$ cat config.mk
export PLATFORM = sky130hd
export DESIGN_NAME = cache_bank
export DESIGN_NICKNAME = d
export VERILOG_FILES = /design/src/cache_cfg_pkg.sv /design/src/cache_req_pkg.sv /design/src/dp_ram.sv /design/src/cache_tag_store.sv /design/src/cache_data_store.sv /design/src/cache_ctrl.sv /design/src/cache_bank.sv
export SDC_FILE = /design/constraint.sdc
export NUM_CORES = 2
export LEC_CHECK = 0
export BUFFER_PORTS_ARGS = -buffer_cell sky130_fd_sc_hd__clkbuf_2
export CORE_UTILIZATION = 40
export CTS_BUF_LIST = sky130_fd_sc_hd__clkbuf_4
export CTS_CLUSTER_DIAMETER = 50
export DETAILED_ROUTE_END_ITERATION = 10
export GPL_TIMING_DRIVEN = 1
export MAX_ROUTING_LAYER = met4
export PLACE_DENSITY = 0.6
export REMOVE_ABC_BUFFERS = 1
export SYNTH_ARGS = -nofsm -noshare
export SYNTH_HDL_FRONTEND = slang
export SYNTH_SLANG_ARGS = --single-unit
$ cat constraint.sdc
create_clock -name clk -period 12.6 [get_ports clk]
set_input_delay 2.52 -clock clk [delete_from_list [all_inputs] [get_ports clk]]
set_output_delay 2.52 -clock clk [all_outputs]
set_load 0.005 [all_outputs]
$ cat src/cache_cfg_pkg.sv
package cache_cfg_pkg;

    localparam int word_w         = 32;
    localparam int addr_w         = 16;                  // Word address.
    localparam int words_per_line = 4;
    localparam int line_w         = word_w * words_per_line;
    localparam int line_bytes     = line_w / 8;
    localparam int word_bytes     = word_w / 8;
    localparam int offset_w       = $clog2(words_per_line);
    localparam int num_sets       = 16;
    localparam int index_w        = $clog2(num_sets);
    localparam int tag_w          = addr_w - index_w - offset_w;

    // Address is {tag, index, offset}.
    function automatic logic [tag_w-1:0] addr_tag(input logic [addr_w-1:0] a);
        return a[addr_w-1 -: tag_w];
    endfunction

    function automatic logic [index_w-1:0] addr_index(input logic [addr_w-1:0] a);
        return a[offset_w +: index_w];
    endfunction

    function automatic logic [offset_w-1:0] addr_offset(input logic [addr_w-1:0] a);
        return a[offset_w-1:0];
    endfunction

    function automatic logic [addr_w-1:0] line_addr(input logic [addr_w-1:0] a);
        return {a[addr_w-1:offset_w], {offset_w{1'b0}}};
    endfunction

endpackage

$ cat src/cache_req_pkg.sv
package cache_req_pkg;

    typedef enum logic {
        op_load  = 1'b0,
        op_store = 1'b1
    } req_op_e;

    // Controller states. Only one miss is ever in flight.
    typedef enum logic [1:0] {
        st_run       = 2'd0,
        st_miss_req  = 2'd1, // Line read goes out.
        st_fill_wait = 2'd2,
        st_fill_rsp  = 2'd3  // Miss answered to the core.
    } ctrl_state_e;

endpackage

$ cat src/dp_ram.sv
`timescale 1ns/1ps

module dp_ram #(
    parameter int datw    = 1,
    parameter int size    = 1,
    parameter int byteenw = 1,
    parameter bit out_reg = 1'b0,
    localparam int addrw  = $clog2(size)
) (
    input  logic               clk,
    input  logic [byteenw-1:0] wren,
    input  logic [addrw-1:0]   waddr,
    input  logic [datw-1:0]    wdata,
    input  logic [addrw-1:0]   raddr,
    output logic [datw-1:0]    rdata
);

    logic [datw-1:0] rd_comb;

    // Byte lanes need whole words of lanes and a data width of one byte per enable.
    if (!((byteenw == 1) || ((byteenw % 4 == 0) && (datw == byteenw * 8)))) begin : g_bad_cfg
        $error("dp_ram: byteenw must be 1 or a multiple of 4 covering datw");
    end

    if (byteenw > 1) begin : g_lanes
        logic [byteenw-1:0][7:0] mem [size];

        always_ff @(posedge clk) begin
            for (int i = 0; i < byteenw; i++) begin
                if (wren[i]) begin
                    mem[waddr][i] <= wdata[i*8 +: 8];
                end
            end
        end

        assign rd_comb = mem[raddr];
    end else begin : g_word
        logic [datw-1:0] mem [size];

        always_ff @(posedge clk) begin
            if (wren[0]) begin
                mem[waddr] <= wdata;
            end
        end

        assign rd_comb = mem[raddr];
    end

    if (out_reg) begin : g_out_reg
        logic [datw-1:0] rdata_q;

        always_ff @(posedge clk) begin
            rdata_q <= rd_comb; // Old data on a same-address write.
        end

        assign rdata = rdata_q;
    end else begin : g_out_comb
        assign rdata = rd_comb;
    end

endmodule

$ cat src/cache_tag_store.sv
`timescale 1ns/1ps

module cache_tag_store
    import cache_cfg_pkg::*;
(
    input  logic              clk,
    input  logic              rst,
    input  logic [addr_w-1:0] lookup_addr,
    input  logic              fill,
    input  logic [addr_w-1:0] fill_addr,
    output logic              hit
);

    logic [num_sets-1:0] valid_q;
    logic [index_w-1:0]  lookup_idx;
    logic [index_w-1:0]  fill_idx;
    logic [tag_w-1:0]    fill_tag;
    logic [tag_w-1:0]    victim_tag; // Tag now resident in the looked-up set.

    assign lookup_idx = addr_index(lookup_addr);
    assign fill_idx   = addr_index(fill_addr);
    assign fill_tag   = addr_tag(fill_addr);

    dp_ram #(
        .datw    (tag_w),
        .size    (num_sets),
        .byteenw (1),
        .out_reg (1'b0)
    ) u_tag_ram (
        .clk   (clk),
        .wren  (fill),
        .waddr (fill_idx),
        .wdata (fill_tag),
        .raddr (lookup_idx),
        .rdata (victim_tag)
    );

    always_ff @(posedge clk) begin
        if (rst) begin
            valid_q <= '0;
        end else if (fill) begin
            valid_q[fill_idx] <= 1'b1;
        end
    end

    // Same-cycle lookup, so the controller can act on the accepting edge.
    assign hit = valid_q[lookup_idx] && (victim_tag == addr_tag(lookup_addr));

    // An unknown fill index would corrupt a random set and its valid bit.
    assert property (@(posedge clk) disable iff (rst) fill |-> !$isunknown(fill_addr))
        else $error("tag store filled with unknown address %h", fill_addr);

endmodule

$ cat src/cache_data_store.sv
`timescale 1ns/1ps

module cache_data_store
    import cache_cfg_pkg::*;
(
    input  logic                  clk,
    input  logic [addr_w-1:0]     rd_addr,
    input  logic                  store_hit,
    input  logic [addr_w-1:0]     st_addr,
    input  logic [word_bytes-1:0] st_byteen,
    input  logic [word_w-1:0]     st_wdata,
    input  logic                  fill,
    input  logic [addr_w-1:0]     fill_addr,
    input  logic [line_w-1:0]     fill_data,
    output logic [word_w-1:0]     rd_word
);

    logic [line_bytes-1:0] wren;
    logic [index_w-1:0]    waddr;
    logic [line_w-1:0]     wdata;
    logic [line_w-1:0]     rd_line;
    logic [offset_w-1:0]   rd_off_q;

    // A fill rewrites the whole line. A store hit only touches the lanes of its word.
    assign wren  = fill      ? '1 :
                   store_hit ? line_bytes'(st_byteen) << (addr_offset(st_addr) * word_bytes) :
                               '0;
    assign waddr = fill ? addr_index(fill_addr) : addr_index(st_addr);
    assign wdata = fill ? fill_data : {words_per_line{st_wdata}};

    dp_ram #(
        .datw    (line_w),
        .size    (num_sets),
        .byteenw (line_bytes),
        .out_reg (1'b1)
    ) u_line_ram (
        .clk   (clk),
        .wren  (wren),
        .waddr (waddr),
        .wdata (wdata),
        .raddr (addr_index(rd_addr)),
        .rdata (rd_line)
    );

    always_ff @(posedge clk) begin
        rd_off_q <= addr_offset(rd_addr); // Lines up with the registered line.
    end

    assign rd_word = rd_line[rd_off_q * word_w +: word_w];

endmodule

$ cat src/cache_ctrl.sv
`timescale 1ns/1ps

module cache_ctrl
    import cache_cfg_pkg::*, cache_req_pkg::*;
(
    input  logic                  clk,
    input  logic                  rst,
    input  logic                  core_req_valid,
    input  req_op_e               core_req_op,
    input  logic [addr_w-1:0]     core_req_addr,
    input  logic [word_bytes-1:0] core_req_byteen,
    input  logic [word_w-1:0]     core_req_wdata,
    input  logic                  hit,
    input  logic                  mem_rsp_valid,
    input  logic [line_w-1:0]     mem_rsp_data,
    input  logic [word_w-1:0]     rd_word,
    output logic                  store_hit,
    output logic                  fill,
    output logic [addr_w-1:0]     fill_addr,
    output logic [line_w-1:0]     fill_data,
    output logic                  core_rsp_valid,
    output logic [word_w-1:0]     core_rsp_data,
    output logic                  busy,
    output logic                  mem_req_valid,
    output req_op_e               mem_req_op,
    output logic [addr_w-1:0]     mem_req_addr,
    output logic [word_bytes-1:0] mem_req_byteen,
    output logic [word_w-1:0]     mem_req_wdata
);

    ctrl_state_e           state_q;
    ctrl_state_e           state_d;
    logic                  accept;
    logic                  load_miss;
    logic                  req_valid_q;
    req_op_e               req_op_q;
    logic [addr_w-1:0]     req_addr_q;
    logic [word_bytes-1:0] req_byteen_q;
    logic [word_w-1:0]     req_wdata_q;
    logic                  req_hit_q;
    logic [word_w-1:0]     fill_word_q;
    logic                  hit_rsp;
    logic                  store_fwd;
    logic                  line_rd;

    assign busy      = (state_q == st_miss_req) || (state_q == st_fill_wait);
    assign accept    = core_req_valid && !busy;
    assign load_miss = accept && (core_req_op == op_load) && !hit;
    assign store_hit = accept && (core_req_op == op_store) && hit; // Line written this edge.

    always_comb begin
        state_d = state_q;
        case (state_q)
            st_run, st_fill_rsp: begin
                state_d = load_miss ? st_miss_req : st_run;
            end
            st_miss_req: begin
                state_d = st_fill_wait;
            end
            st_fill_wait: begin
                if (mem_rsp_valid) begin
                    state_d = st_fill_rsp;
                end
            end
            default: begin
                state_d = st_run;
            end
        endcase
    end

    always_ff @(posedge clk) begin
        if (rst) begin
            state_q     <= st_run;
            req_valid_q <= 1'b0;
        end else begin
            state_q     <= state_d;
            req_valid_q <= accept;
        end
    end

    // Nothing is accepted while busy, so req_addr_q doubles as the miss address.
    always_ff @(posedge clk) begin
        if (accept) begin
            req_op_q     <= core_req_op;
            req_addr_q   <= core_req_addr;
            req_byteen_q <= core_req_byteen;
            req_wdata_q  <= core_req_wdata;
            req_hit_q    <= hit;
        end
        if (fill) begin
            fill_word_q <= mem_rsp_data[addr_offset(req_addr_q) * word_w +: word_w];
        end
    end

    assign hit_rsp   = req_valid_q && (req_op_q == op_load) && req_hit_q;
    assign store_fwd = req_valid_q && (req_op_q == op_store); // Write-through on hit and miss alike.
    assign line_rd   = (state_q == st_miss_req);

    assign fill      = (state_q == st_fill_wait) && mem_rsp_valid;
    assign fill_addr = line_addr(req_addr_q);
    assign fill_data = mem_rsp_data;

    assign core_rsp_valid = hit_rsp || (state_q == st_fill_rsp);
    assign core_rsp_data  = (state_q == st_fill_rsp) ? fill_word_q : rd_word;

    assign mem_req_valid  = store_fwd || line_rd;
    assign mem_req_op     = line_rd ? op_load : op_store;
    assign mem_req_addr   = line_rd ? line_addr(req_addr_q) : req_addr_q;
    assign mem_req_byteen = line_rd ? '1 : req_byteen_q;
    assign mem_req_wdata  = req_wdata_q;

    assert property (@(posedge clk) disable iff (rst) core_req_valid |-> !busy)
        else $error("core request raised while busy");

    // Memory may only answer the one outstanding line read.
    assert property (@(posedge clk) disable iff (rst)
        mem_rsp_valid |-> (state_q == st_fill_wait))
        else $error("memory response with no line read outstanding");

endmodule

$ cat src/cache_bank.sv
`timescale 1ns/1ps

module cache_bank
    import cache_cfg_pkg::*, cache_req_pkg::*;
(
    input  logic                  clk,
    input  logic                  rst,
    input  logic                  core_req_valid,
    input  req_op_e               core_req_op,
    input  logic [addr_w-1:0]     core_req_addr,
    input  logic [word_bytes-1:0] core_req_byteen,
    input  logic [word_w-1:0]     core_req_wdata,
    output logic                  core_rsp_valid,
    output logic [word_w-1:0]     core_rsp_data,
    output logic                  busy,
    output logic                  mem_req_valid,
    output req_op_e               mem_req_op,
    output logic [addr_w-1:0]     mem_req_addr,
    output logic [word_bytes-1:0] mem_req_byteen,
    output logic [word_w-1:0]     mem_req_wdata,
    input  logic                  mem_rsp_valid,
    input  logic [line_w-1:0]     mem_rsp_data
);

    logic              hit;
    logic              store_hit;
    logic              fill;
    logic [addr_w-1:0] fill_addr;
    logic [line_w-1:0] fill_data;
    logic [word_w-1:0] rd_word;

    cache_ctrl u_ctrl (
        .clk             (clk),
        .rst             (rst),
        .core_req_valid  (core_req_valid),
        .core_req_op     (core_req_op),
        .core_req_addr   (core_req_addr),
        .core_req_byteen (core_req_byteen),
        .core_req_wdata  (core_req_wdata),
        .hit             (hit),
        .mem_rsp_valid   (mem_rsp_valid),
        .mem_rsp_data    (mem_rsp_data),
        .rd_word         (rd_word),
        .store_hit       (store_hit),
        .fill            (fill),
        .fill_addr       (fill_addr),
        .fill_data       (fill_data),
        .core_rsp_valid  (core_rsp_valid),
        .core_rsp_data   (core_rsp_data),
        .busy            (busy),
        .mem_req_valid   (mem_req_valid),
        .mem_req_op      (mem_req_op),
        .mem_req_addr    (mem_req_addr),
        .mem_req_byteen  (mem_req_byteen),
        .mem_req_wdata   (mem_req_wdata)
    );

    // Both stores look at the incoming request directly.
    cache_tag_store u_tags (
        .clk         (clk),
        .rst         (rst),
        .lookup_addr (core_req_addr),
        .fill        (fill),
        .fill_addr   (fill_addr),
        .hit         (hit)
    );

    cache_data_store u_data (
        .clk       (clk),
        .rd_addr   (core_req_addr),
        .store_hit (store_hit),
        .st_addr   (core_req_addr),
        .st_byteen (core_req_byteen),
        .st_wdata  (core_req_wdata),
        .fill      (fill),
        .fill_addr (fill_addr),
        .fill_data (fill_data),
        .rd_word   (rd_word)
    );

endmodule

==> results.md <==
* Status: completed
* Post-synth EDFFs at 2,294
* Async set or reset register ratio after synthesis at 0
* Xor/xnor share of the synthesized area at 0.000836
* PostCTS Resize Cnt at 0
* TNS Setup at 0 ns
* Setup violation total in the final timing report at 0
* 1st-iter DRT viols at 5,243
* Most frequent CP cell: buf_4
* Most frequent cell after synthesis: edfxtp_1
* Largest net degree at the start of global routing at 142
* Top_reg_cell synth: edfxtp_1
* Hold crit path type: reg -> reg
* TritonCTS Buffers at 638
* Yosys warning total at 0
* Simple-gate share of the synthesized area at 0.0226
* Post-synthesis register bit count at 2,443
* Core area at 233,000 sq um
* Post-synth top cells: edfxtp_1 (2,294), mux4_2 (729), nand2_1 (321)
* Pre-CTS WS at 4.22 ns
* First-pass GRT wire length at 350,000 um
* Initial antenna violation count at 17
* Crit-path max cell delay at 1.19 ns
* Clock slew at reported path FFs at 0.07 ns
* Gpl congestion at 0.824
* CTS tree: built
* Worst Tran Pin Value at 1.31 ns
* CP cell instances: buf_8, buf_4, nand2_1, o21ai_0, o22ai_1, xor2_1, nor4_4, buf_4, nand4_1, a21boi_0
* CP max stage cell: a21boi_0
* Layout cells sized above 1 at 0.390
* Mux cell area share after synthesis at 0.182
* Max FO, Critical Path at 102
* DRC at 0
* Clk_lat worst skew at 1.40 ns
* Post-CTS Setup Inserts at 0
* Io pins at 273
* CP required at 13.61 ns
* Placed cell count at 7,540
* Final Max Slew Viols at 0
* Via density at 5.53
* Pre-antenna DRT Iters at 5
* Unrepaired setup endpoints after global routing: false
* Number of filler cells placed in the layout at 19,800
* H-tree depth at 6
* Routed len/inst at 28.1 um
* Total Routing Usage GR at 0.212
* Post-Syn Area at 94,200 sq um
* Max Cap Viol at 0
* Antenna Violating Nets Remaining at 0
* Post-Syn Area per Cell at 21.8 sq um
* Power after layout at 17.3 mW
* Max frequency at 146 MHz
* Mapped Cells at 4,331
* Synth top area share at 0.731
* Final hold vios at 0
* Via count at 47,900
* Worst setup margin at 5.74 ns
* Die X at 487 um
* Min Clock Period, post-route at 6.86 ns
* P_leak at 34.8 nW
* Initial Util at 0.404
* Yosys cell types at 47
* CP Class: in -> reg
* Final worst-path cycle share at 0.544
* Crit path launch type: input pin
* Register area at 71,900 sq um
* Die extent in y at 487 um
* Max_slew headroom at 0.122
* Die ar. at 238,000 sq um
* Final wirelength at 243,000 um
* WP data arrival at 7.87 ns
* Clock tree sinks at 2,443
* Hold buffers post-CTS at 0
* Biggest area consumer among synthesized cells: edfxtp_1
* IR Drop Worst-Case VDD at 94.9 uV
* Root buf cell: clkbuf_4
* Cell Pwr Density at 162 nW/um^2
* Max Clock Skew at 0.0924 ns
* CP bufs+invs at 3
* # rows at 177
* GRT overflow at 0
* Adder-Cell Fraction of Synth Area at 0.000398
* Register area share after synthesis at 0.763
* Largest family of logic cells by synthesized area: multiplexers
* Synth top area cells: edfxtp_1 (73%), mux4_2 (17%), dfxtp_1 (3.2%)
* Multi-input logic area at 21,200 sq um
* Crit path capture type: register
* I/O Buffers at 272
* Family with the most delay on the worst path: buffers and inverters
* R2R Setup Slk at 7.34 ns
* Non-filler instance count after layout at 8,665
* Vias in the first global route at 49,100
* Post-layout nets at 5,236
* Final HPWL DP at 148,000 um
* Deepest clock path buffer count at 4
* Synth-to-Final Area Change at 13.7%
* Compound-Gate Fraction of Synth Area at 0.0184
-- per-stage QoR --
stage	util	cell area, sq um	hold slack (ns)
floorplan	-	93100	0.435
detailed placement	0.425	99200	0.458
global placement	0.425	99200	0.446
CTS	0.459	107000	0.472
finish	0.459	107000	0.467
global route	0.459	107000	0.509
-- kinds of logic (layout without fill, tap and decap cells) --
kind of cell | count (synthesis) | count (layout)
flip-flops | 2443 | 2443
multiplexers | 799 | 799
AND/OR/NAND/NOR | 465 | 465
AO/OA/AOI/OAI | 320 | 320
buffers and inverters | 292 | 1481
XOR/XNOR | 9 | 9
adder cells (fa/ha/maj) | 3 | 3
other | 0 | 13
-- final timing paths --
kind,startpoint,cells after the start,to
setup reg to reg,u_ctrl.state_q[0],9,u_data.u_line_ram.g_lanes.mem[7][0]
hold reg to reg,u_tags.valid_q[12],2,u_tags.valid_q[12]
setup / recovery,core_req_addr[3],10,u_data.u_line_ram.g_lanes.mem[13][30]
hold / removal,u_tags.valid_q[12],2,u_tags.valid_q[12]
-- registers in the layout, summed over array words and instances, names as in the netlist --
signal,count
u_tags.u_tag_ram.g_word.mem,160
u_ctrl.state_q,2
u_ctrl.req_byteen_q,4
u_data.u_line_ram.rdata,128
u_data.u_line_ram.g_lanes.mem,2048
u_ctrl.mem_req_wdata,32
u_ctrl.req_addr_q,16
u_data.rd_off_q,2
u_ctrl.fill_word_q,32
u_tags.valid_q,16
u_ctrl.req_op_q,1
u_ctrl.req_hit_q,1
u_ctrl.req_valid_q,1
-- routing by layer --
layer	up-vias	global-route usage	routed length (um)
met5	-	-	0
met1	25100	0.294	103000
met3	329	0.0513	22700
li1	19900	-	-
met4	0	0.0608	4750
met2	2562	0.312	113000
-- where the power goes --
| group | leakage [nW] | total, mW | internal [mW] | switching (mW) |
|---|---|---|---|---|
| sequential | 21.9 | 9.27 | 9.19 | 0.0804 |
| clock | 4.78 | 6.79 | 3.58 | 3.21 |
| combinational | 8.08 | 1.26 | 0.397 | 0.865 |
-- cells in the final DEF (no fill, tap or decap), drive strengths merged, types with 5 or more instances in the layout --
| cell | n |
|---|---|
| nand3b | 6 |
| nand2b | 5 |
| xor2 | 7 |
| inv | 22 |
| nand2 | 321 |
| a211oi | 19 |
| diode | 13 |
| dfxtp | 149 |
| a21oi | 263 |
| edfxtp | 2294 |
| or2 | 5 |
| nor2 | 54 |
| clkbuf | 1194 |
| nor2b | 21 |
| mux2 | 37 |
| and2 | 18 |
| a21boi | 16 |
| clkinv | 160 |
| mux2i | 33 |
| o21ai | 7 |
| nand4 | 16 |
| buf | 91 |
| mux4 | 729 |
| bufinv | 10 |
-- worst register-to-register path: stages, from the launching register on --
cell and delay (ns):
dfxtp_1 0.44, inv_1 0.07, ha_1 0.41, nand2_1 0.15
inv_4 0.49, nand2_1 0.24, nor3_1 0.93, and2_1 0.33
nand4_1 0.81, a21oi_1 1.05
-- area by class of cell --
type | instances | share of cell area
clock buffers | 926 | 0.0648
well taps | 3132 | 0.0366
flip-flops and latches | 2443 | 0.670
inverters | 10 | 0.000420
repair buffers | 359 | 0.0197
multi-input cells | 1596 | 0.198
diodes | 13 | 0.000303
clock inverters | 186 | 0.00961
(Power assumes the default switching activity.)
